`config.mk`:
```
export PLATFORM = sky130hd
export DESIGN_NAME = stage_reg
export DESIGN_NICKNAME = d
export VERILOG_FILES = /design/src/rv_pkg.sv /design/src/stage_reg.sv
export SDC_FILE = /design/constraint.sdc
export NUM_CORES = 1
export LEC_CHECK = 0
export BUFFER_PORTS_ARGS = -buffer_cell sky130_fd_sc_hd__buf_2
export CORE_MARGIN = 8
export CORE_UTILIZATION = 35
export DETAILED_ROUTE_END_ITERATION = 10
export GPL_ROUTABILITY_DRIVEN = 0
export PLACE_DENSITY_LB_ADDON = 0.2
export RECOVER_POWER = 100
export SYNTH_ARGS = -nofsm -noshare
export SYNTH_HDL_FRONTEND = slang
export SYNTH_SLANG_ARGS = --single-unit
export TNS_END_PERCENT = 50
```
`constraint.sdc`:
```
create_clock -name clk -period 16.8 [get_ports clk]
set_input_delay 3.36 -clock clk [delete_from_list [all_inputs] [get_ports clk]]
set_output_delay 3.36 -clock clk [all_outputs]
set_load 0.03 [all_outputs]
```
`src/rv_pkg.sv`:
```
`default_nettype none

package rv_pkg;

    localparam int XLEN       = 32;
    localparam int DMEM_WORDS = 256;
    localparam int DMEM_AW    = $clog2(DMEM_WORDS);

    // base opcodes of the supported subset
    localparam logic [6:0] OP_IMM    = 7'b0010011;
    localparam logic [6:0] OP_REG    = 7'b0110011;
    localparam logic [6:0] OP_LUI    = 7'b0110111;
    localparam logic [6:0] OP_LOAD   = 7'b0000011;
    localparam logic [6:0] OP_STORE  = 7'b0100011;
    localparam logic [6:0] OP_BRANCH = 7'b1100011;
    localparam logic [6:0] OP_JAL    = 7'b1101111;

    typedef enum logic [2:0] {
        ALU_ADD,
        ALU_SUB,
        ALU_AND,
        ALU_OR,
        ALU_XOR,
        ALU_SLT,
        ALU_PASS_B
    } alu_op_e;

    typedef enum logic [1:0] {
        FWD_RF,
        FWD_EX_MEM,
        FWD_MEM_WB
    } fwd_sel_e;

    typedef struct packed {
        logic            valid;
        logic [XLEN-1:0] pc;
        logic [31:0]     instr;
    } if_id_t;

    typedef struct packed {
        logic            valid;
        logic [XLEN-1:0] pc;
        logic [31:0]     instr;
        logic [XLEN-1:0] rs1_val;
        logic [XLEN-1:0] rs2_val;
        logic [XLEN-1:0] imm;
        logic [4:0]      rs1;
        logic [4:0]      rs2;
        logic [4:0]      rd;
        alu_op_e         alu_op;
        logic            use_imm;
        logic            is_branch;
        logic            branch_ne;
        logic            is_jal;
        logic            is_load;
        logic            is_store;
        logic            wb_en;
    } id_ex_t;

    typedef struct packed {
        logic            valid;
        logic [XLEN-1:0] pc;
        logic [31:0]     instr;
        logic [4:0]      rd;
        logic            wb_en;
        logic            is_load;
        logic            is_store;
        logic [XLEN-1:0] alu_res;
        logic [XLEN-1:0] store_data;
    } ex_mem_t;

    typedef struct packed {
        logic            valid;
        logic [XLEN-1:0] pc;
        logic [31:0]     instr;
        logic [4:0]      rd;
        logic            wb_en;
        logic [XLEN-1:0] wdata;
    } mem_wb_t;

    typedef struct packed {
        logic            valid;
        logic [XLEN-1:0] pc;
        logic [31:0]     instr;
        logic [4:0]      rd;
        logic            wb_en;
        logic [XLEN-1:0] wdata;
    } retire_t;

endpackage

`default_nettype wire

```
`src/stage_reg.sv`:
```
`timescale 1ns/100ps
`default_nettype none

module stage_reg #(
    parameter type payload_t = rv_pkg::if_id_t
) (
    input  logic     clk,
    input  logic     reset_i,
    input  logic     stall_i,
    input  logic     flush_i,
    input  payload_t d_i,
    output payload_t q_o
);

    // only valid is cleared, the rest of a bubble is don't care
    always_ff @(posedge clk) begin
        if (reset_i || flush_i) begin
            q_o.valid <= 1'b0;
        end else if (!stall_i) begin
            q_o <= d_i;
        end
    end

endmodule

`default_nettype wire

```
==> results.rst <==
.. list-table::
   :header-rows: 1

   * - Metric
     - Value
   * - Starting DRT DRC Count
     - 40
   * - Num ports
     - 134
   * - Number of storage elements in the synthesis netlist
     - 65
   * - Insertion delay to the later sink of the worst-skew pair
     - 0.32 ns
   * - Number of clock sinks
     - between 60 and 70
   * - Count of H-tree levels built during CTS
     - 3
   * - Post-route setup TNS
     - 0 ns
   * - Register containing the most flip-flops in the final layout
     - q_o
   * - Worst voltage drop across the vdd grid
     - between 0.06 and 0.07 mV
   * - Setup repair after global routing missed its margin
     - false
   * - Final Power
     - 0.000339 W
   * - Routed via count
     - 1,152
   * - Area fraction of the dominant cell type after synthesis
     - 97.7%
   * - Min-Delay Path Class
     - reg -> reg
   * - Core area
     - 0.00547 sq mm
   * - TritonCTS clock tree
     - built
   * - Largest regs
     - q_o: 65 flops
   * - Overall die height
     - 91.0 um
   * - Transition time at the pin with the least slew margin
     - 3.20 ns
   * - Largest driver fanout on the critical path
     - 64
   * - Number of distinct library cells after synthesis
     - 5
   * - Starting density of the core
     - 35.9%
   * - Violations in the final reports
     - max-capacitance violations, max-slew violations
   * - Die span in x
     - 91.0 um
   * - Net count after synthesis
     - 137
   * - Top metal layer carrying routed signals
     - met4
   * - Required @ worst endpoint
     - 16.66 ns
   * - Total Wirelength
     - 4430 um
   * - Number of buffers inserted to repair setup after CTS
     - 0
   * - Count of input and output buffers
     - 133
   * - Highest-count cells in the layout ignoring fill and taps
     - clkbuf_1, buf_2, edfxtp_1, clkbuf_8
   * - Pwr Density
     - between 100 and 150 mW/mm^2
   * - Detailed-routed wire length on met2
     - just under 2000 um
   * - Synth area leader
     - edfxtp_1
   * - Antenna violations before repair
     - 0
   * - Outcome
     - complete, but fails checks
   * - Std-Cell Rows
     - 27
   * - Final critical-path share of the clock period
     - 36.2%
   * - Max-slew violation total from the final report
     - 65
   * - Count of yosys warnings during synthesis
     - 0
   * - WL met3
     - 699 um
   * - Finished Cell Area
     - 0.00282 sq mm
   * - Synthesized instance count
     - between 60 and 70
   * - Clock edge transition at the registers on the reported setup and hold paths
     - 0.06 ns
   * - Tmin final
     - ~6 ns
   * - TritonCTS buffer count
     - 9
   * - Setup Crit Path Kind
     - in -> reg
   * - Kind of start point of the critical path
     - input port
   * - P_leak
     - around 1.0 nW
   * - Post-detailed-route via-to-cell ratio
     - approximately 4.0
   * - Total DRC errors in the routed layout
     - 0
   * - Largest net degree at the start of global routing
     - 65
   * - Routed length on met1
     - around 1700 um
   * - Final ANT Viol Nets
     - 0
   * - Peak Freq
     - around 160 MHz
   * - CTS Root Buffer Type
     - clkbuf_8
   * - Hold_buf cts
     - 0
   * - Count of final setup violators
     - 0
   * - Maximum clock path buffer count
     - 2
   * - Sequential fraction of the synthesis area
     - 98.7%
   * - Number of antenna repair diodes
     - 0
   * - Clock Skews
     - 0 ns
   * - Most common cell after layout, fill and taps aside
     - clkbuf_1
   * - Total congestion overflow
     - 0
   * - First-pass GRT wire length
     - 6700 um
   * - Cell types with the largest area share after synthesis
     - edfxtp_1, dfxtp_1, mux2i_1
   * - WL per Instance
     - 15.3 um
   * - First-pass DRT Iterations
     - 3
   * - Number of flip-flops in the largest register
     - 65
   * - Kind of end point of the critical path
     - flop
   * - Number of global-route vias before repair
     - roughly 1,300
   * - Proportion of layout cells with a drive suffix above 1
     - 36.2%
   * - Layout overhead on the synthesized area
     - 43.6%
   * - Global router's overall resource usage
     - 10.7%
   * - Max cap viols
     - 1
   * - Count of endpoints failing hold in the final timing report
     - 0
   * - Die ar.
     - just over 0.008 sq mm
   * - Post-Synthesis Mean Instance Area
     - 28.9 sq um
   * - Cts repair resizes
     - 0
   * - Max-slew headroom at the worst pin
     - -113%
   * - Hold WS
     - between 0.5 and 0.6 ns
   * - Number of nets in the final layout
     - 282
   * - Critical path data arrival time
     - 5.94 ns
   * - Cell area after placement
     - between 0.002 and 0.003 sq mm
   * - Cell area after technology mapping
     - 0.00197 sq mm
-- where the power goes --
| group | total, W | switching [W] | internal (W) | leakage [nW] |
|---|---|---|---|---|
| logic | 0.0000303 | 0.0000220 | 0.00000826 | 0.349 |
| registers | 0.000189 | 0.00000171 | 0.000187 | 0.596 |
| clock network | 0.000120 | 0.0000511 | 0.0000685 | 0.0876 |
| total | 0.000339 | 0.0000749 | 0.000264 | 1.03 |
-- cell usage after synthesis, drive strengths merged --
cell	n
edfxtp	64
nor3	2
dfxtp	1
mux2i	1
-- per-layer routing --
layer / vias to the layer above / track usage, %
met2: 89 / 15.8
met1: 488 / 10.5
li1: 567 / -
met3: 8 / 7.49
met5: - / 0
met4: 0 / 7.37
-- kinds of logic (layout without fill, tap and decap cells) --
logic type	Yosys count	count (layout)	synth area share (%)
flip-flops	65	65	98.7
AND/OR/NAND/NOR	2	2	0.763
multiplexers	1	1	0.509
buffers and inverters	0	150	0
-- path summary, 6_finish.rpt --
kind / to / slack [ns] / depth (start not counted) / start
hold / removal: q_o[64] / 0.56 / 2 / q_o[64]
hold reg to reg: q_o[64] / 0.56 / 2 / q_o[64]
setup / recovery: q_o[45] / 10.72 / 3 / stall_i
setup reg to reg: q_o[64] / 16.17 / 2 / q_o[64]
-- metrics by stage --
step | setup slack [ns] | instances | util [%]
after CTS | 12.46 | 290 | 53.3
final | 10.72 | 290 | 51.6
after detailed placement | 12.11 | 274 | 50.0
after global routing | 10.28 | 290 | 51.6
after global placement | 12.12 | 274 | 50.0
after floorplan | 8.41 | 68 | -
-- worst max-delay path, stage by stage --
cell	delay (ns)
clkbuf_1	0.09
nor3_1	0.18
clkbuf_1	2.29
-- final cells by class --
type                    instances  area (sq um)
clock buffers                  13           139
clock inverters                 3          42.5
fillers                       523          2650
multi-input cells               3          25.0
flip-flops and latches         65          1940
well taps                      72          90.1
repair buffers                134           586
Note: power is estimated with default switching activity, not from simulation.
