`src/rv_pkg.sv`:
```
`default_nettype none

package rv_pkg;

    localparam int XLEN       = 32;
    localparam int DMEM_WORDS = 256;
    localparam int DMEM_AW    = $clog2(DMEM_WORDS);

    // base opcodes of the supported subset
    localparam logic [6:0] OP_IMM    = 7'b0010011;
    localparam logic [6:0] OP_REG    = 7'b0110011;
    localparam logic [6:0] OP_LUI    = 7'b0110111;
    localparam logic [6:0] OP_LOAD   = 7'b0000011;
    localparam logic [6:0] OP_STORE  = 7'b0100011;
    localparam logic [6:0] OP_BRANCH = 7'b1100011;
    localparam logic [6:0] OP_JAL    = 7'b1101111;

    typedef enum logic [2:0] {
        ALU_ADD,
        ALU_SUB,
        ALU_AND,
        ALU_OR,
        ALU_XOR,
        ALU_SLT,
        ALU_PASS_B
    } alu_op_e;

    typedef enum logic [1:0] {
        FWD_RF,
        FWD_EX_MEM,
        FWD_MEM_WB
    } fwd_sel_e;

    typedef struct packed {
        logic            valid;
        logic [XLEN-1:0] pc;
        logic [31:0]     instr;
    } if_id_t;

    typedef struct packed {
        logic            valid;
        logic [XLEN-1:0] pc;
        logic [31:0]     instr;
        logic [XLEN-1:0] rs1_val;
        logic [XLEN-1:0] rs2_val;
        logic [XLEN-1:0] imm;
        logic [4:0]      rs1;
        logic [4:0]      rs2;
        logic [4:0]      rd;
        alu_op_e         alu_op;
        logic            use_imm;
        logic            is_branch;
        logic            branch_ne;
        logic            is_jal;
        logic            is_load;
        logic            is_store;
        logic            wb_en;
    } id_ex_t;

    typedef struct packed {
        logic            valid;
        logic [XLEN-1:0] pc;
        logic [31:0]     instr;
        logic [4:0]      rd;
        logic            wb_en;
        logic            is_load;
        logic            is_store;
        logic [XLEN-1:0] alu_res;
        logic [XLEN-1:0] store_data;
    } ex_mem_t;

    typedef struct packed {
        logic            valid;
        logic [XLEN-1:0] pc;
        logic [31:0]     instr;
        logic [4:0]      rd;
        logic            wb_en;
        logic [XLEN-1:0] wdata;
    } mem_wb_t;

    typedef struct packed {
        logic            valid;
        logic [XLEN-1:0] pc;
        logic [31:0]     instr;
        logic [4:0]      rd;
        logic            wb_en;
        logic [XLEN-1:0] wdata;
    } retire_t;

endpackage

`default_nettype wire

```
`src/fetch_unit.sv`:
```
`timescale 1ns/100ps
`default_nettype none

module fetch_unit (
    input  logic                     clk,
    input  logic                     reset_i,
    input  logic                     stall_i,
    input  logic                     redirect_i,
    input  logic [rv_pkg::XLEN-1:0]  redirect_pc_i,
    input  logic [31:0]              imem_data_i,
    output logic [rv_pkg::XLEN-1:0]  imem_addr_o,
    output rv_pkg::if_id_t           if_o
);

    import rv_pkg::*;

    logic [XLEN-1:0] pc_q;

    // redirect from execute beats a load-use hold
    always_ff @(posedge clk) begin
        if (reset_i) begin
            pc_q <= '0;
        end else if (redirect_i) begin
            pc_q <= redirect_pc_i;
        end else if (!stall_i) begin
            pc_q <= pc_q + XLEN'(4);
        end
    end

    assign imem_addr_o = pc_q;

    assign if_o.valid = !reset_i;
    assign if_o.pc    = pc_q;
    assign if_o.instr = imem_data_i;

endmodule

`default_nettype wire

```
`config.mk`:
```
export PLATFORM = sky130hd
export DESIGN_NAME = fetch_unit
export DESIGN_NICKNAME = d
export VERILOG_FILES = /design/src/rv_pkg.sv /design/src/fetch_unit.sv
export SDC_FILE = /design/constraint.sdc
export NUM_CORES = 1
export LEC_CHECK = 0
export BUFFER_PORTS_ARGS = -buffer_cell sky130_fd_sc_hd__buf_4
export CORE_AREA = 8 8 99 101
export DETAILED_ROUTE_END_ITERATION = 10
export DIE_AREA = 0 0 107 109
export GPL_TIMING_DRIVEN = 0
export PLACE_DENSITY = 0.6
export SETUP_SLACK_MARGIN = 0.2
export SLEW_MARGIN = 15
export SYNTH_ARGS = -nofsm -noshare
export SYNTH_HDL_FRONTEND = slang
export SYNTH_SLANG_ARGS = --single-unit
```
`constraint.sdc`:
```
create_clock -name clk -period 4.49 [get_ports clk]
set_clock_uncertainty 0.2 [all_clocks]
set_input_delay 0.2245 -clock clk [delete_from_list [all_inputs] [get_ports clk]]
set_output_delay 0.2245 -clock clk [all_outputs]
set_load 0.05 [all_outputs]
```
==> results.py <==
metrics = {
    "cells_and_area": {
        "drive_gt1_frac": 0.463,
        "fill_cells": 860,
        "largest_reg_flops": 32,
        "layout.nets": 518,
        "area_growth_syn_to_layout_pct": 54.7,
        "antenna_cells": 0,
        "final_core_util": 0.444,
    },
    "routing": {
        "drt-pass1-iter-count": 4,
        "vias": 2735,
        "finalWirelength_um": 8950,
        "avgRoutedWirePerCell_um": 16.1,
        "antenna_left": 0,
        "drtIter0Drc": 132,
        "drc": 0,
        "via_per_inst": 4.91,
    },
    "clock_network": {
        "cts_buffers": 5,
        "cts_resized": 0,
        "cts.sinks": 32,
        "clk_pin_slew_ns": 0.07,
        "cts_root_buf": "clkbuf_8",
        "clk_path_buf_depth": 2,
        "cts_hold_buffers": 10,
        "cts_tree": "done",
        "htreeDepth": 2,
        "post-cts-setup-buffer-count": 0,
        "clock_latency_ns": 0.29,
    },
    "synthesis": {
        "syn_inst": 301,
        "synth_edf_count": 0,
        "syn_area_sq_um": 2410,
        "syn_avg_cell_area_sq_um": 7.99,
        "synth_nets": 370,
        "ys_async_sr_fraction": 0,
        "synth.distinct_cells": 50,
        "ys_ff_latch": 32,
        "yosysWarnings": 0,
        "synth_ff_type": "dfxtp_1",
        "ys_seq_area_frac": 0.266,
    },
    "worst_setup_path": {
        "crit_chain": "nand4_4 > nor4_1 > buf_2 > a211oi_1 > a2111oi_0",
        "critPathCaptureType": "flop",
        "slowest_stage": "nor4_1",
        "r2r_start": "imem_addr_o[4]$_SDFFE_PP0N_",
        "worstSetupPathType": "flop to flop",
        "crit_fanout": 10,
        "cp-start-kind": "flop",
        "critical_path_required_ns": 4.47,
        "critical_path.startpoint": "imem_addr_o[4]$_SDFFE_PP0N_",
        "worstPathArrival_ns": 2.39,
        "max_stage_delay_ns": 0.60,
    },
    "status": {
        "outcome": "finished clean",
    },
    "sta": {
        "timing.hold.ws_ns": 0.0103,
        "min_period_over_period": 0.537,
        "period_needed_ns": 2.41,
        "finalHoldViolCount": 0,
        "worst_pin_slew_ns": 0.666,
        "rsz0062_at_grt": "false",
        "setup-violations-final": 0,
        "setup_tns_ns": 0,
        "fmaxAchievable_mhz": 415,
        "slew_headroom": 0.552,
        "maxSlewViolCount": 0,
    },
    "power_and_ir_drop": {
        "swShare": 0.409,
        "max-vdd-ir-drop_mv": 0.114,
        "power.density_nw_per_um2": 271,
        "pwr-share-seq": 0.336,
        "p_sw_w": 0.000413,
        "p_leak_nw": 1.72,
        "p_comb_frac": 0.416,
        "internal_power_w": 0.000596,
        "pwr-share-clk": 0.249,
    },
    "hold_path": {
        "holdCritPathClass": "input pin to flop",
        "min_from": "redirect_pc_i[29]",
    },
    "run": {
        "max_cap_violations": 0,
    },
    "place": {
        "portBuffers": 131,
        "gp_congestion": 0.849,
        "post-dp-hpwl_um": 7090,
    },
    "grt": {
        "grt.total_usage": 0.148,
        "grt_max_degree": 11,
        "grt_pass1_vias": 2777,
        "grt_pass1_wl_um": 14000,
        "antenna_found_initial": 0,
        "grt-ovfl-total": 0,
    },
    "die": {
        "rows": 34,
        "dieHeight_um": 109,
        "io_pins": 165,
        "die_w_um": 107,
        "die-area_sq_um": 11700,
        "core_area_sq_um": 8380,
        "start_util": 0.287,
    },
}
[synth_stat cells (all sizes together), types with 2 or more instances]
cell type / count / area share
mux2i: 3 / 0.012
o21ai: 4 / 0.0083
and3: 14 / 0.036
nand2: 21 / 0.033
nor4: 5 / 0.013
inv: 4 / 0.0062
clkbuf: 12 / 0.019
o31a: 2 / 0.0078
nand4b: 2 / 0.0073
buf: 67 / 0.20
nand4: 14 / 0.043
o211ai: 4 / 0.012
o221ai: 3 / 0.011
a311o: 3 / 0.012
a311oi: 5 / 0.018
or4: 6 / 0.020
o2111a: 3 / 0.014
a211oi: 8 / 0.025
a21oi: 9 / 0.019
or3: 2 / 0.0052
nor2: 26 / 0.041
nor2b: 4 / 0.010
dfxtp: 32 / 0.27
a2111oi: 5 / 0.018
nor3: 6 / 0.012
nand2b: 3 / 0.0078
xor2: 5 / 0.018
and4: 5 / 0.019
o31ai: 2 / 0.0062
nand3: 5 / 0.010
xnor2: 4 / 0.015
[through the flow]
stage | setup slack (ns) | total power, W | cell area (sq um) | std cells
floorplan | 2.03 | 0.000626 | 2410 | 301
global placement | 2.12 | 0.000757 | 3520 | 540
detailed placement | 2.09 | 0.000761 | 3520 | 540
CTS | 2.08 | 0.00101 | 3720 | 557
global route | 1.94 | 0.00105 | 3720 | 557
finish | 2.08 | 0.00101 | 3720 | 557
[power by group through the flow]
stage / sequential [W] / combinational, W / clock [W]
after floorplan: 0.000401 / 0.000226 / 0
after global placement: 0.000344 / 0.000413 / 0
after detailed placement: 0.000345 / 0.000415 / 0
after CTS: 0.000339 / 0.000423 / 0.000253
after global routing: 0.000344 / 0.000440 / 0.000267
final: 0.000339 / 0.000419 / 0.000251
[layout make-up]
class	count	area (sq um)	share of cell area
multi-input combinational	185	1210	0.325
clock buffer	7	96.3	0.0259
sequential	32	641	0.172
timing repair buffer	141	1080	0.291
inverter	5	18.8	0.00504
buffer	79	538	0.145
tap	108	135	0.0363
[path summary, 6_finish.rpt]
check	end	slack (ns)	cells after the start
worst max-delay path	imem_addr_o[23]$_SDFFE_PP0N_	2.08	5
worst min-delay path	imem_addr_o[29]$_SDFFE_PP0N_	0.01	2
worst max register to register	imem_addr_o[23]$_SDFFE_PP0N_	2.08	5
worst min register to register	imem_addr_o[0]$_SDFFE_PP0P_	0.35	2
[metal layers]
metal	GRT usage	up-vias	wire length [um]
li1	-	1349	-
met1	0.176	1252	3760
met2	0.248	127	4260
met3	0.0544	7	864
met4	0.0342	0	72
met5	0	-	0
[layout by cell type (no fill, tap or decap), types with 4 or more instances in the layout]
cell type      synthesis  layout
buf_4                 64     195
dfxtp_1               32      32
nor2_1                26      26
nand2_1               21      21
and3_1                14      14
nand4_1               13      13
clkbuf_1              12      12
dlygate4sd3_1          0      10
a21oi_1                9       9
a211oi_1               8       8
clkbuf_8               0       7
nor3_1                 6       6
a311oi_1               5       5
a2111oi_0              5       5
nand3_1                5       5
nor4_1                 5       5
or4_1                  5       5
xor2_1                 5       5
and4_1                 4       4
nor2b_1                4       4
inv_1                  4       4
o211ai_1               4       4
xnor2_1                4       4
o21ai_0                4       4
[critical path: cells and delay by family (launching register included)]
family / cells / cell delay [ns]
and+or+nand+nor: 2 / 0.83
DFF: 1 / 0.53
AOI/OAI and AO/OA: 2 / 0.42
buffers and inverters: 1 / 0.31
[kinds of logic (layout without fill, tap and decap cells)]
family          count (synthesis)  in the layout  synth area share
simple gates                  119            119             0.281
compound gates                 53             53             0.171
flops                          32             32             0.266
fa+ha+maj                       1              1           0.00520
buf+inv                        84            232             0.231
xor+xnor                        9              9            0.0328
mux                             3              3            0.0125
Power figures use the tool's default switching activity.
