**config.mk**
```make
export PLATFORM = sky130hd
export DESIGN_NAME = execute_unit
export DESIGN_NICKNAME = d
export VERILOG_FILES = /design/src/rv_pkg.sv /design/src/execute_unit.sv
export SDC_FILE = /design/constraint.sdc
export NUM_CORES = 1
export LEC_CHECK = 0
export ABC_CLOCK_PERIOD_IN_PS = 5900
export BUFFER_PORTS_ARGS = -buffer_cell sky130_fd_sc_hd__buf_2
export CORE_AREA = 2 2 232 234
export DETAILED_ROUTE_END_ITERATION = 10
export DIE_AREA = 0 0 234 236
export GPL_TIMING_DRIVEN = 0
export PLACE_DENSITY = 0.43
export SLEW_MARGIN = 20
export SYNTH_ARGS = -nofsm -noshare
export SYNTH_HDL_FRONTEND = slang
export SYNTH_SLANG_ARGS = --single-unit
```
**constraint.sdc**
```tcl
create_clock -name vclk -period 5.9
set_input_delay 0.59 -clock vclk [all_inputs]
set_output_delay 0.59 -clock vclk [all_outputs]
set_load 0.01 [all_outputs]
```
**src/rv_pkg.sv**
```systemverilog
`default_nettype none

package rv_pkg;

    localparam int XLEN       = 32;
    localparam int DMEM_WORDS = 256;
    localparam int DMEM_AW    = $clog2(DMEM_WORDS);

    // base opcodes of the supported subset
    localparam logic [6:0] OP_IMM    = 7'b0010011;
    localparam logic [6:0] OP_REG    = 7'b0110011;
    localparam logic [6:0] OP_LUI    = 7'b0110111;
    localparam logic [6:0] OP_LOAD   = 7'b0000011;
    localparam logic [6:0] OP_STORE  = 7'b0100011;
    localparam logic [6:0] OP_BRANCH = 7'b1100011;
    localparam logic [6:0] OP_JAL    = 7'b1101111;

    typedef enum logic [2:0] {
        ALU_ADD,
        ALU_SUB,
        ALU_AND,
        ALU_OR,
        ALU_XOR,
        ALU_SLT,
        ALU_PASS_B
    } alu_op_e;

    typedef enum logic [1:0] {
        FWD_RF,
        FWD_EX_MEM,
        FWD_MEM_WB
    } fwd_sel_e;

    typedef struct packed {
        logic            valid;
        logic [XLEN-1:0] pc;
        logic [31:0]     instr;
    } if_id_t;

    typedef struct packed {
        logic            valid;
        logic [XLEN-1:0] pc;
        logic [31:0]     instr;
        logic [XLEN-1:0] rs1_val;
        logic [XLEN-1:0] rs2_val;
        logic [XLEN-1:0] imm;
        logic [4:0]      rs1;
        logic [4:0]      rs2;
        logic [4:0]      rd;
        alu_op_e         alu_op;
        logic            use_imm;
        logic            is_branch;
        logic            branch_ne;
        logic            is_jal;
        logic            is_load;
        logic            is_store;
        logic            wb_en;
    } id_ex_t;

    typedef struct packed {
        logic            valid;
        logic [XLEN-1:0] pc;
        logic [31:0]     instr;
        logic [4:0]      rd;
        logic            wb_en;
        logic            is_load;
        logic            is_store;
        logic [XLEN-1:0] alu_res;
        logic [XLEN-1:0] store_data;
    } ex_mem_t;

    typedef struct packed {
        logic            valid;
        logic [XLEN-1:0] pc;
        logic [31:0]     instr;
        logic [4:0]      rd;
        logic            wb_en;
        logic [XLEN-1:0] wdata;
    } mem_wb_t;

    typedef struct packed {
        logic            valid;
        logic [XLEN-1:0] pc;
        logic [31:0]     instr;
        logic [4:0]      rd;
        logic            wb_en;
        logic [XLEN-1:0] wdata;
    } retire_t;

endpackage

`default_nettype wire

```
**src/execute_unit.sv**
```systemverilog
`timescale 1ns/100ps
`default_nettype none

module execute_unit (
    input  rv_pkg::id_ex_t          ex_i,
    input  rv_pkg::ex_mem_t         ex_mem_fwd_i,
    input  rv_pkg::mem_wb_t         mem_wb_fwd_i,
    input  rv_pkg::fwd_sel_e        fwd_a_i,
    input  rv_pkg::fwd_sel_e        fwd_b_i,
    output rv_pkg::ex_mem_t         ex_o,
    output logic                    redirect_o,
    output logic [rv_pkg::XLEN-1:0] redirect_pc_o
);

    import rv_pkg::*;

    logic [XLEN-1:0] op_a;
    logic [XLEN-1:0] rs2_fwd;
    logic [XLEN-1:0] op_b;
    logic [XLEN-1:0] alu_out;
    logic            taken;

    // operand sources picked by pipeline_ctrl
    always_comb begin
        case (fwd_a_i)
            FWD_EX_MEM: op_a = ex_mem_fwd_i.alu_res;
            FWD_MEM_WB: op_a = mem_wb_fwd_i.wdata;
            default:    op_a = ex_i.rs1_val;
        endcase
        case (fwd_b_i)
            FWD_EX_MEM: rs2_fwd = ex_mem_fwd_i.alu_res;
            FWD_MEM_WB: rs2_fwd = mem_wb_fwd_i.wdata;
            default:    rs2_fwd = ex_i.rs2_val;
        endcase
    end

    assign op_b = ex_i.use_imm ? ex_i.imm : rs2_fwd;

    always_comb begin
        case (ex_i.alu_op)
            ALU_SUB:    alu_out = op_a - op_b;
            ALU_AND:    alu_out = op_a & op_b;
            ALU_OR:     alu_out = op_a | op_b;
            ALU_XOR:    alu_out = op_a ^ op_b;
            ALU_SLT:    alu_out = XLEN'($signed(op_a) < $signed(op_b));
            ALU_PASS_B: alu_out = op_b;
            default:    alu_out = op_a + op_b;
        endcase
    end

    // beq and bne differ only in the sense of the compare
    assign taken         = ex_i.is_branch && ((op_a == rs2_fwd) != ex_i.branch_ne);
    assign redirect_o    = ex_i.valid && (taken || ex_i.is_jal);
    assign redirect_pc_o = ex_i.pc + ex_i.imm;

    always_comb begin
        ex_o.valid      = ex_i.valid;
        ex_o.pc         = ex_i.pc;
        ex_o.instr      = ex_i.instr;
        ex_o.rd         = ex_i.rd;
        ex_o.wb_en      = ex_i.wb_en;
        ex_o.is_load    = ex_i.is_load;
        ex_o.is_store   = ex_i.is_store;
        ex_o.alu_res    = ex_i.is_jal ? (ex_i.pc + XLEN'(4)) : alu_out;
        ex_o.store_data = rs2_fwd;
    end

endmodule

`default_nettype wire

```
==> summary.txt <==
Synth
  – Post-synthesis sequential area ratio: 0%
  – Synth Area in Compound Gates: ~40%
  – Top-area cell type share of the netlist area: 16.1%
  – XOR/XNOR Fraction of Synth Area: 8.87%
  – Post-synth top cells: a21oi_1 (202), nor2_1 (181), inv_1 (143)
  – Top cells by area, synth: ha_1 (16%), a21oi_1 (9.9%), nor2_1 (6.6%)
  – Adder-Cell Fraction of Synth Area: 16.7%
  – Largest family of logic cells by synthesized area: compound AO/OA/AOI/OAI gates
  – Syn nets: around 2200
  – Avg Cell Area, Syn: 6.45 um^2
  – Post-synthesis mux area share: less than 1%
  – Ys Warns: 0
  – Most common cell in the netlist: a21oi_1
  – Netlist Area Pre-Place: 10300 um^2
  – Simple-gate portion of the synthesized area: a little under a fifth
  – Netlist cell types: 90
  – Largest area contributor in the netlist: ha_1
  – Post-Syn Instances: 1592

Floorplan
  – DIE AREA: between 50000 and 60000 um^2
  – Width of the die: roughly 230 um
  – Core ar.: ~53000 um^2
  – Ports: 600
  – # rows: 85
  – Initial Util: around a fifth
  – Die height: about 240 um

Drt
  – Drc violations: 0
  – Via density: between 5 and 6
  – TritonRoute pass-1 iters: 5
  – Initial drt markers: between 1500 and 2000
  – Detailed Route WL: roughly 70 mm
  – Vias: 14200
  – Final ANT Viol Nets: 0
  – Drt wl/cell: between 20 and 30 um

Critical path
  – Crit Path Class: in2out
  – Critical Path RT: roughly 5300 ps
  – Crit start category: input port
  – Critical Path Sink Type: primary output
  – Slowest cell delay on critical path: 420 ps
  – Worst endpoint data arrival time: 5260 ps
  – Worst-path fanout max: 10
  – Slowest-stage cell, CP: ha_2
  – Cell Chain, Critical Path: buf_2 > inv_1 > ha_2 > clkbuf_4 > a21oi_1 > o21ai_1 > ha_1 > or2_1 > or3_4 > a211oi_2 > o311ai_4 > a31oi_2 > nor3_4 > buf_4 > o31ai_4 > inv_1 > o21ai_1 > a31oi_2 > buf_2

Layout
  – Clock Buffer Count: 0
  – Final #Nets: 2535
  – Layout cells sized above 1: between 30 and 40%
  – Seq cells: 0
  – Area grow syn2layout: 30.3%
  – Fillers: 6054
  – Post-Layout Cell Count: roughly 2700
  – Storage element area: 0 um^2

STA
  – Setup violations, final: 0
  – Slew headroom: a little under a third
  – Tcrit/Tclk final: ~100%
  – Worst-Margin Slew: around 1000 ps
  – Clock period minus final worst setup slack: 5850 ps
  – Final Max Slew Viols: 0
  – Final Hold Fails: 0
  – RSZ-0062 raised after global routing: yes
  – FMAX: ~170 MHz

Power
  – PD cells: ~160 nW/um^2
  – Static Leak: 0.00631 uW
  – Max VDD drop: about 68 uV
  – Pwr Total: approximately 2100 uW

Placed design
  – RePlAce Congestion: between 0.9 and 1
  – Post-detail-place hpwl: 59.8 mm
  – Dpl cells: around 2700
  – IO buf count: about 370

GRT
  – Initial antenna violation count: 1
  – Gr usage total: around a quarter
  – GRT Residual Overflow: 0
  – Largest net degree at the start of global routing: 11
  – First-pass GRT wire length: 97.0 mm
  – Vias in the first global route: ~14000

Hold path
  – Hold Path Origin: ex_i[131]
  – Hold EP: ex_o[82]
  – Hold Path Class: in2out
  – Hold path depth: 2

Clock tree
  – CTS Hold Bufs: 0

Outcome
  – Status: finished clean

Job
  – Max Cap Viol: 0
-- report_power, final --
part	internal, uW	leakage (uW)	total (uW)	switching, uW
sequential	0	0	0	0
combinational	726	0.00631	2090	1370
clock	0.0000453	0.0000000127	0.0000453	0
total	726	0.00631	2090	1370
-- worst max-delay path: cells and delay by family --
| family | cells | cell delay, ps |
|---|---|---|
| adders and majority gates | 2 | 820 |
| AOI/OAI and AO/OA | 8 | 2240 |
| and+or+nand+nor | 3 | 720 |
| buffers and inverters | 6 | 870 |
-- metrics by stage --
step	hold slack, ps	setup WS, ps	TNS (ps)	cell area [um^2]	utilization (%)
2_1_floorplan	1260	885	0	10300	-
3_3_place_gp	1370	-990	-14590	13000	24.5
3_5_place_dp	1360	-991	-14320	13000	24.5
4_1_cts	1360	26.6	0	13200	24.8
5_1_grt	1370	-51.3	-122	13400	25.2
6_report	1360	46.6	0	13400	25.2
-- layer usage --
layer	vias up	routed length, um	global-route usage, %
li1	6424	-	-
met1	6906	30000	31.6
met2	762	32700	41.2
met3	109	4410	2.28
met4	0	2460	6.60
met5	-	0	0
-- layout make-up --
type | count | area, um^2 | share of cell area (%)
inverter | 145 | 544 | 4.07
tap | 696 | 871 | 6.51
buffer | 164 | 1030 | 7.71
timing repair buffer | 380 | 1920 | 14.4
multi-input combinational | 1279 | 9000 | 67.3
antenna | 2 | 5.00 | 0.0374
-- cell families after synthesis --
logic type	after synthesis
xor gates and xnor gates	104
muxes	7
buffers and inverters	313
and+or+nand+nor	429
adders and majority gates	135
AOI/OAI and AO/OA	604
-- repair_timing --
action                                  4_1_cts  5_1_grt
pin swaps                                     0        3
endpoints found under the setup margin       26       19
gates resized for setup                      67       60
buffers inserted                              1        6
-- cell usage in the layout, fill, tap and decap left out, types with 13 or more instances in the layout --
master	n
inv_1	143
a21oi_1	165
nand4_1	17
clkbuf_1	37
nor2_1	180
a21oi_2	39
nand3_1	38
ha_1	129
nor3_1	16
o21bai_1	26
o21a_1	13
o21ai_1	14
buf_4	88
a22oi_1	70
buf_2	390
nand2_1	110
a221oi_1	13
a211oi_1	21
xnor2_1	45
nor4_1	16
o21ai_0	75
xor2_1	59
a21o_1	25
-- worst max path at each step --
| stage | slack, ps | end | startpoint |
|---|---|---|---|
| global placement | -990 | ex_o[32] | fwd_b_i[0] |
| detailed placement | -990 | ex_o[32] | fwd_b_i[0] |
| CTS | 30 | ex_o[53] | fwd_a_i[0] |
| finish | 50 | ex_o[32] | fwd_b_i[0] |
| floorplan | 890 | ex_o[50] | fwd_b_i[0] |
| global route | -50 | ex_o[52] | fwd_b_i[1] |
Power figures use the tool's default switching activity.
