### src/rv_pkg.sv
`default_nettype none

package rv_pkg;

    localparam int XLEN       = 32;
    localparam int DMEM_WORDS = 256;
    localparam int DMEM_AW    = $clog2(DMEM_WORDS);

    // base opcodes of the supported subset
    localparam logic [6:0] OP_IMM    = 7'b0010011;
    localparam logic [6:0] OP_REG    = 7'b0110011;
    localparam logic [6:0] OP_LUI    = 7'b0110111;
    localparam logic [6:0] OP_LOAD   = 7'b0000011;
    localparam logic [6:0] OP_STORE  = 7'b0100011;
    localparam logic [6:0] OP_BRANCH = 7'b1100011;
    localparam logic [6:0] OP_JAL    = 7'b1101111;

    typedef enum logic [2:0] {
        ALU_ADD,
        ALU_SUB,
        ALU_AND,
        ALU_OR,
        ALU_XOR,
        ALU_SLT,
        ALU_PASS_B
    } alu_op_e;

    typedef enum logic [1:0] {
        FWD_RF,
        FWD_EX_MEM,
        FWD_MEM_WB
    } fwd_sel_e;

    typedef struct packed {
        logic            valid;
        logic [XLEN-1:0] pc;
        logic [31:0]     instr;
    } if_id_t;

    typedef struct packed {
        logic            valid;
        logic [XLEN-1:0] pc;
        logic [31:0]     instr;
        logic [XLEN-1:0] rs1_val;
        logic [XLEN-1:0] rs2_val;
        logic [XLEN-1:0] imm;
        logic [4:0]      rs1;
        logic [4:0]      rs2;
        logic [4:0]      rd;
        alu_op_e         alu_op;
        logic            use_imm;
        logic            is_branch;
        logic            branch_ne;
        logic            is_jal;
        logic            is_load;
        logic            is_store;
        logic            wb_en;
    } id_ex_t;

    typedef struct packed {
        logic            valid;
        logic [XLEN-1:0] pc;
        logic [31:0]     instr;
        logic [4:0]      rd;
        logic            wb_en;
        logic            is_load;
        logic            is_store;
        logic [XLEN-1:0] alu_res;
        logic [XLEN-1:0] store_data;
    } ex_mem_t;

    typedef struct packed {
        logic            valid;
        logic [XLEN-1:0] pc;
        logic [31:0]     instr;
        logic [4:0]      rd;
        logic            wb_en;
        logic [XLEN-1:0] wdata;
    } mem_wb_t;

    typedef struct packed {
        logic            valid;
        logic [XLEN-1:0] pc;
        logic [31:0]     instr;
        logic [4:0]      rd;
        logic            wb_en;
        logic [XLEN-1:0] wdata;
    } retire_t;

endpackage

`default_nettype wire

### src/pipeline_ctrl.sv
`timescale 1ns/100ps
`default_nettype none

module pipeline_ctrl (
    input  rv_pkg::id_ex_t   id_i,
    input  rv_pkg::id_ex_t   ex_i,
    input  rv_pkg::ex_mem_t  ex_mem_i,
    input  rv_pkg::mem_wb_t  mem_wb_i,
    input  logic             redirect_i,
    output logic             pc_stall_o,
    output logic             if_id_stall_o,
    output logic             if_id_flush_o,
    output logic             id_ex_flush_o,
    output rv_pkg::fwd_sel_e fwd_a_o,
    output rv_pkg::fwd_sel_e fwd_b_o
);

    import rv_pkg::*;

    logic load_use;
    logic ex_mem_wr;
    logic mem_wb_wr;

    // decode sources are zero when unused, so x0 never matches
    assign load_use = ex_i.valid && ex_i.is_load && (ex_i.rd != 5'd0) && id_i.valid &&
                      ((id_i.rs1 == ex_i.rd) || (id_i.rs2 == ex_i.rd));

    assign pc_stall_o    = load_use && !redirect_i;
    assign if_id_stall_o = load_use && !redirect_i;
    assign if_id_flush_o = redirect_i;
    assign id_ex_flush_o = redirect_i || load_use;

    assign ex_mem_wr = ex_mem_i.valid && ex_mem_i.wb_en && (ex_mem_i.rd != 5'd0);
    assign mem_wb_wr = mem_wb_i.valid && mem_wb_i.wb_en && (mem_wb_i.rd != 5'd0);

    // younger result wins
    always_comb begin
        fwd_a_o = FWD_RF;
        fwd_b_o = FWD_RF;
        if (ex_mem_wr && (ex_mem_i.rd == ex_i.rs1)) begin
            fwd_a_o = FWD_EX_MEM;
        end else if (mem_wb_wr && (mem_wb_i.rd == ex_i.rs1)) begin
            fwd_a_o = FWD_MEM_WB;
        end
        if (ex_mem_wr && (ex_mem_i.rd == ex_i.rs2)) begin
            fwd_b_o = FWD_EX_MEM;
        end else if (mem_wb_wr && (mem_wb_i.rd == ex_i.rs2)) begin
            fwd_b_o = FWD_MEM_WB;
        end
    end

endmodule

`default_nettype wire

### config.mk
export PLATFORM = sky130hd
export DESIGN_NAME = pipeline_ctrl
export DESIGN_NICKNAME = d
export VERILOG_FILES = /design/src/rv_pkg.sv /design/src/pipeline_ctrl.sv
export SDC_FILE = /design/constraint.sdc
export NUM_CORES = 1
export LEC_CHECK = 0
export ABC_CLOCK_PERIOD_IN_PS = 1600
export BUFFER_PORTS_ARGS = -buffer_cell sky130_fd_sc_hd__buf_2
export CELL_PAD_IN_SITES_DETAIL_PLACEMENT = 0
export CELL_PAD_IN_SITES_GLOBAL_PLACEMENT = 1
export CORE_AREA = 2 2 244 246
export DETAILED_ROUTE_END_ITERATION = 6
export DIE_AREA = 0 0 246 248
export PLACE_DENSITY_LB_ADDON = 0.1
export SLEW_MARGIN = 20
export SYNTH_ARGS = -nofsm -noshare
export SYNTH_HDL_FRONTEND = slang
export SYNTH_SLANG_ARGS = --single-unit
### constraint.sdc
create_clock -name vclk -period 1.6
set_clock_uncertainty 0.1 [all_clocks]
set_input_delay 0.08 -clock vclk [all_inputs]
set_output_delay 0.08 -clock vclk [all_outputs]
set_load 0.02 [all_outputs]
==> results of run 1 <==
-- through the flow --
stage / power [mW] / setup TNS (ps) / hold slack [ps] / util (%)
6_report: 0.236 / -27.8 / 339 / 3.21
5_1_grt: 0.259 / -136 / 355 / 3.21
4_1_cts: 0.229 / -118 / 352 / 3.10
3_5_place_dp: 0.210 / -260 / 352 / 2.99
3_3_place_gp: 0.218 / -290 / 348 / 2.99
2_1_floorplan: 0.0751 / 0 / 156 / -
-- path summary, 6_finish.rpt --
path | from | end | slack [ps] | depth (start not counted)
max | mem_wb_i[37] | fwd_b_o[1] | -30 | 6
min | redirect_i | if_id_flush_o | 340 | 2
-- where the power goes --
part	total (mW)	internal, mW	switching (mW)
Combinational	0.236	0.119	0.117
Sequential	0	0	0
Clock	0	0	0
-- metal layers --
metal  vias to the layer above  global-route usage, %
li1                        320                      -
met1                       289                   1.00
met2                        47                   1.97
met3                         4                  0.292
met4                         4                      0
met5                         -                      0
-- Yosys cell counts --
cell       count  share of area (%)
xor2_1        24                 49
nand3_1        2                2.3
buf_4          2                3.5
xnor2_1        6                 12
or4_1          5                8.7
o2111ai_1      1                2.0
o211ai_1       1                1.7
nor3_1         3                3.5
o21bai_1       1                1.7
nor4_1         2                2.9
o211ai_2       1                2.9
nor2_1         2                1.7
a22oi_1        1                1.7
nor4_2         2                5.8
-- cell type report --
type / instances / area share (%)
multi-input cells: 51 / 26.8
repair buffers: 67 / 21.6
well taps: 773 / 51.6
-- worst max-delay path: stages --
cell and delay [ps]:
buf_2 100, buf_4 130, xor2_1 130, or4_4 520, nor4_4 290, buf_4 190
-- timing repair --
item                                    in CTS  in global routing
buffers inserted                             0                  2
pin swaps                                    2                  5
endpoints found under the setup margin       5                  3
cloned                                       0                  0
gates resized for setup                     10                 12
-- kinds of logic (layout without fill, tap and decap cells) --
kind of cell / after synthesis / after routing / synth area share [%]
and+or+nand+nor: 16 / 16 / 25.1
xor gates and xnor gates: 30 / 30 / 61.2
buffers and inverters: 2 / 67 / 3.50
AOI/OAI and AO/OA: 5 / 5 / 10.2
==> flow_summary_export.csv, run 1 <==
group,metric,value,unit
route,ant_nets,0,
sta,finalHoldViolations,0,
floorplan,die_height,248,microns
route,viasPerCell,0.745,
synthesis,ys_seq_area_share,0,%
floorplan,die_area,0.0610,sq mm
floorplan,row_count,89,
power_and_ir_drop,p_leak,0.457,nW
synthesis,synth_cell_types,14,
sta,max_freq,0.614,GHz
route,first_pass_iters,4,
status,status,"finished with violations",
sta,relSlewSlack,77.4,%
floorplan,ios,621,
worst_hold_path,worstHoldPathType,"input port to primary output",
route,drtIter0Drc,4,
status,violations,"negative setup slack",
final_layout,final.fill_count,7004,
final_layout,seqCellArea,0,sq um
final_layout,stdcell_count,891,
global_routing,grt_pass1_wl,4440,microns
final_layout,multi_input_area,503,sq um
cts,ctsHoldBuffers,0,
global_routing,grt_pass1_vias,729,
route,drt-met1-wl,1160,microns
global_routing,grt_max_degree,4,
route,route.met2.wl,1640,microns
synthesis,ys_warn_count,0,
sta,slew_violations,0,
floorplan,die_w,246,microns
power_and_ir_drop,vdd_drop_max,0.0431,mV
worst_setup_path,critPathRequiredTime,1420,ps
global_routing,grt.total_usage,0.961,%
sta,setup_slack,-27.8,ps
place,post-place-ws,-113,ps
synthesis,syn_area,429,sq um
place,dp_hpwl,3060,microns
final_layout,drive_above_1_share,66.1,%
final_layout,diodes,0,
final_layout,final_common_cell,"buf_2",
synthesis,avgSynthCellArea,8.10,sq um
power_and_ir_drop,powerDensity,126,mW/mm^2
route,num_vias,664,
place,placed_cell_area,0.00175,sq mm
worst_setup_path,arrival,1450,ps
sta,rsz0062_at_grt,"yes",
floorplan,core,0.0585,sq mm
worst_setup_path,crit_fanout,2,
final_layout,final_cell_mix,"buf_2, xor2_1, buf_4, xnor2_1, nor4_4",
place,numPlacedInstances,890,
global_routing,grt.overflow.total,0,
final_layout,final_nets,733,
final_layout,nClkBuffers,0,
synthesis,synth_nets,666,
final_layout,syn2layout_area_growth,337,%
worst_setup_path,start_kind,"input port",
floorplan,initial_core_util,0.734,%
global_routing,antenna_found_initial,2,
job,cap_violations,0,
place,gp_congestion,0.627,
synthesis,syn-instance-count,53,
worst_setup_path,worstSetupEndpointType,"primary output",
place,numPortBuffers,51,
sta,tightest_slew,337,ps
route,drt_wl_total,3200,microns
sta,post-route-min-period,1630,ps
route,wl_per_cell,3.59,microns
route,drc,0,
sta,finalSetupViolCount,1,
final_layout,seq_cells,0,
worst_setup_path,worstSetupPathType,"input port to primary output",
sta,fin_crit_sh,102,%
final_layout,stdcell_area,0.00188,sq mm
route,met3_length,366,microns
route,highest_layer,"met5",
Power figures use the tool's default switching activity.
==> run 2: changes to the inputs <==
Settings changed: SETUP_SLACK_MARGIN from default to 0.2.
==> flow_summary_export.csv, run 2 (synthesized netlist as in run 1, its figures left out) <==
group,metric,value,unit
sta,post-route-min-period,1790,ps
global_routing,grt_max_degree,4,
floorplan,die_height,248,microns
sta,finalSetupViolCount,3,
place,gp_congestion,0.588,
final_layout,nClkBuffers,0,
final_layout,final_common_cell,"buf_2",
sta,slew_violations,0,
power_and_ir_drop,p_leak,0.501,nW
final_layout,final.fill_count,6965,
route,viasPerCell,0.733,
sta,tightest_slew,395,ps
sta,fin_crit_sh,112,%
global_routing,grt_pass1_wl,5640,microns
sta,max_freq,0.560,GHz
final_layout,seqCellArea,0,sq um
route,drt_wl_total,4450,microns
worst_setup_path,path_cells,"buf_6, buf_4, xor2_1, or4_4, nor4_4, buf_4",
final_layout,stdcell_area,0.00200,sq mm
job,cap_violations,0,
worst_setup_path,worstSetupEndpointType,"primary output",
worst_hold_path,worstHoldPathType,"input port to primary output",
route,drc,0,
floorplan,row_count,89,
route,num_vias,656,
worst_setup_path,slowest_delay,530,ps
sta,relSlewSlack,73.6,%
global_routing,grt_pass1_vias,714,
power_and_ir_drop,vdd_drop_max,0.0570,mV
place,placed_cell_area,0.00180,sq mm
floorplan,core,0.0585,sq mm
floorplan,initial_core_util,0.734,%
place,numPlacedInstances,892,
status,status,"finished with violations",
worst_setup_path,worstSetupPathType,"input port to primary output",
floorplan,die_w,246,microns
final_layout,final_cell_mix,"buf_2, xor2_1, buf_4, buf_6",
final_layout,diodes,0,
global_routing,grt.overflow.total,0,
final_layout,seq_cells,0,
sta,setup_slack,-187,ps
route,wl_per_cell,4.97,microns
worst_hold_path,min_from,"redirect_i",
place,numPortBuffers,51,
status,violations,"negative setup slack",
worst_setup_path,crit_fanout,2,
worst_setup_path,critPathRequiredTime,1420,ps
power_and_ir_drop,powerDensity,145,mW/mm^2
global_routing,antenna_found_initial,0,
global_routing,grt.total_usage,1.34,%
sta,rsz0062_at_grt,"yes",
final_layout,syn2layout_area_growth,366,%
worst_setup_path,arrival,1610,ps
worst_setup_path,crit_top_cell,"buf_4",
place,dp_hpwl,4340,microns
final_layout,multi_input_area,538,sq um
sta,finalHoldViolations,0,
floorplan,ios,621,
route,first_pass_iters,4,
final_layout,final_nets,737,
worst_hold_path,min_path_cells,2,
worst_hold_path,worstHoldEndpoint,"if_id_flush_o",
route,ant_nets,0,
worst_setup_path,start_kind,"input port",
worst_setup_path,slowest_stage,"or4_4",
power_and_ir_drop,power,0.290,mW
floorplan,die_area,0.0610,sq mm
final_layout,stdcell_count,895,
route,drtIter0Drc,7,
final_layout,drive_above_1_share,71.3,%
## run 2: area by class of cell
type                       count  share of cell area, %
tap                          773                   48.3
multi-input combinational     51                   26.9
timing repair buffer          71                   24.8
## run 2: critical path: cells and delay by family
kind	cells	cell delay (ps)
buffers and inverters	3	450
and+or+nand+nor	2	930
xor gates and xnor gates	1	140
## run 2: metrics by stage
step | utilization, % | hold WS, ps | setup TNS, ps | setup slack (ps)
after floorplan | - | 115 | 0 | 191
after global placement | 3.08 | 336 | -707 | -354
after CTS | 3.37 | 338 | -471 | -236
after global routing | 3.42 | 341 | -444 | -200
after detailed placement | 3.08 | 338 | -696 | -365
final | 3.42 | 334 | -325 | -187
## run 2: routing by layer
layer | vias to the layer above | routed length (microns) | global-route usage [%]
met2 | 21 | 1590 | 1.58
met1 | 305 | 2650 | 2.45
met5 | - | 0 | 0
met3 | 0 | 208 | 0.173
met4 | 0 | 0 | 0
li1 | 330 | - | -
## run 2: where the power goes
part	internal, mW	switching, mW
Sequential	0	0
Combinational	0.143	0.147
Clock	0	0
## run 2: timing repair
action	4_1_cts	5_1_grt
endpoints found under the setup margin	7	7
gates resized for setup	30	6
hold buffers	0	0
pin swaps	11	8
buffers inserted	3	0
## run 2: how the worst max path moves through the flow
| stage | cells after the start | end | startpoint |
|---|---|---|---|
| floorplan | 4 | fwd_a_o[1] | mem_wb_i[35] |
| CTS | 6 | fwd_b_o[1] | ex_mem_i[70] |
| detailed placement | 6 | fwd_b_o[1] | mem_wb_i[34] |
| global placement | 6 | fwd_b_o[1] | mem_wb_i[35] |
| global route | 6 | fwd_b_o[1] | mem_wb_i[37] |
| finish | 6 | fwd_b_o[1] | mem_wb_i[37] |
==> run 3: changes to the inputs <==
Settings changed: ABC_CLOCK_PERIOD_IN_PS 1600 to 1500.
Clock period 1.6 ns to 1.5 ns, I/O delays scaled along.
==> flow_summary_export.csv, run 3 (synthesized netlist as in run 1, its figures left out) <==
group,metric,value,unit
status,status,"finished with violations",
status,violations,"negative setup slack",
power_and_ir_drop,powerDensity,159,mW/mm^2
global_routing,antenna_found_initial,0,
global_routing,grt_max_degree,4,
place,numPortBuffers,51,
power_and_ir_drop,vdd_drop_max,0.0646,mV
sta,relSlewSlack,55.7,%
cts,ctsHoldBuffers,0,
sta,rsz0062_at_grt,"yes",
sta,setup_slack,-148,ps
worst_hold_path,min_from,"redirect_i",
final_layout,fin_util,3.54,%
sta,fin_crit_sh,110,%
final_layout,final.fill_count,6967,
final_layout,stdcell_count,892,
sta,max_freq,0.607,GHz
worst_hold_path,min_path_cells,2,
route,num_vias,657,
place,dp_hpwl,4760,microns
sta,tightest_slew,659,ps
final_layout,seq_cells,0,
worst_setup_path,worstSetupPathType,"input port to primary output",
floorplan,core,0.0585,sq mm
route,ant_nets,0,
worst_setup_path,crit_fanout,2,
floorplan,die_area,0.0610,sq mm
global_routing,grt.overflow.total,0,
final_layout,syn2layout_area_growth,382,%
route,drt_wl_total,4980,microns
route,first_pass_iters,3,
final_layout,final_common_cell,"buf_2",
route,drc,0,
global_routing,grt_pass1_wl,6220,microns
final_layout,nClkBuffers,0,
power_and_ir_drop,power,0.329,mW
sta,finalHoldViolations,0,
place,post-place-ws,-435,ps
worst_setup_path,start_kind,"input port",
power_and_ir_drop,p_leak,0.524,nW
final_layout,final_cell_mix,"buf_2, xor2_1, buf_4, buf_6, xnor2_2",
final_layout,multi_input_area,588,sq um
final_layout,drive_above_1_share,78.2,%
worst_setup_path,critPathRequiredTime,1320,ps
worst_hold_path,worstHoldEndpoint,"if_id_flush_o",
route,wl_per_cell,5.58,microns
global_routing,grt_pass1_vias,685,
floorplan,die_w,246,microns
global_routing,grt.total_usage,1.53,%
floorplan,ios,621,
final_layout,seqCellArea,0,sq um
worst_hold_path,worstHoldPathType,"input port to primary output",
worst_setup_path,worstSetupEndpointType,"primary output",
place,gp_congestion,0.586,
route,viasPerCell,0.737,
route,drtIter0Drc,20,
worst_setup_path,arrival,1470,ps
job,cap_violations,0,
sta,slew_violations,0,
sta,finalSetupViolCount,4,
final_layout,final_nets,734,
place,numPlacedInstances,891,
floorplan,row_count,89,
floorplan,die_height,248,microns
floorplan,initial_core_util,0.734,%
final_layout,diodes,0,
sta,post-route-min-period,1650,ps
[run 3: cell count changes in the layout (fill, tap and decap cells not counted)]
| cell | before | now |
|---|---|---|
| xnor2_1 | 4 | 0 |
| a22oi_2 | 0 | 1 |
| o211ai_2 | 0 | 1 |
| buf_8 | 1 | 4 |
| a22oi_1 | 1 | 0 |
| xor2_1 | 24 | 22 |
| xor2_2 | 0 | 2 |
| or4_1 | 1 | 0 |
| nand3_1 | 1 | 0 |
| o211ai_4 | 1 | 0 |
| buf_2 | 37 | 31 |
| nand3_2 | 1 | 2 |
| xnor2_2 | 2 | 6 |
| or4_4 | 4 | 5 |
[run 3: worst max-delay path by stage]
stage | startpoint | end | slack [ps] | cells after the start
after floorplan | mem_wb_i[35] | fwd_a_o[1] | 100 | 4
after global placement | ex_mem_i[67] | fwd_a_o[0] | -480 | 7
after detailed placement | ex_mem_i[69] | fwd_b_o[0] | -430 | 7
after CTS | mem_wb_i[37] | fwd_a_o[1] | -200 | 6
after global routing | mem_wb_i[37] | fwd_a_o[1] | -250 | 6
final | ex_i[19] | fwd_b_o[1] | -150 | 5
[run 3: critical path, cell delays in order]
cell and delay, ps:
buf_2 180, xor2_1 190, or4_4 530, nor4_4 310, buf_4 190
[run 3: per-stage QoR]
step / hold slack (ps) / TNS (ps) / cell area (sq um)
after CTS: 330 / -537 / 2010
after global placement: 329 / -1630 / 1790
final: 323 / -391 / 2070
after global routing: 332 / -697 / 2070
after detailed placement: 329 / -1480 / 1790
after floorplan: 105 / 0 / 464
[run 3: cell type report]
cell class	count	share of cell area, %
Multi-Input combinational cell	51	28.5
Tap cell	773	46.8
Timing Repair Buffer	68	24.8
[run 3: what timing repair did]
action                                 4_1_cts  5_1_grt
resized for setup                           45       12
pin swaps                                   10       13
setup endpoints to repair                    7        7
setup buffers                                1        0
endpoints found under the hold margin        0        0
[run 3: power by group]
group,switching [mW],internal (mW)
clock network,0,0
registers,0,0
logic,0.164,0.166
[run 3: layer usage]
metal	wire, microns	track usage, %
met1	2980	2.73
met3	66	0.0216
met5	0	0
met2	1930	2.01
met4	0	0
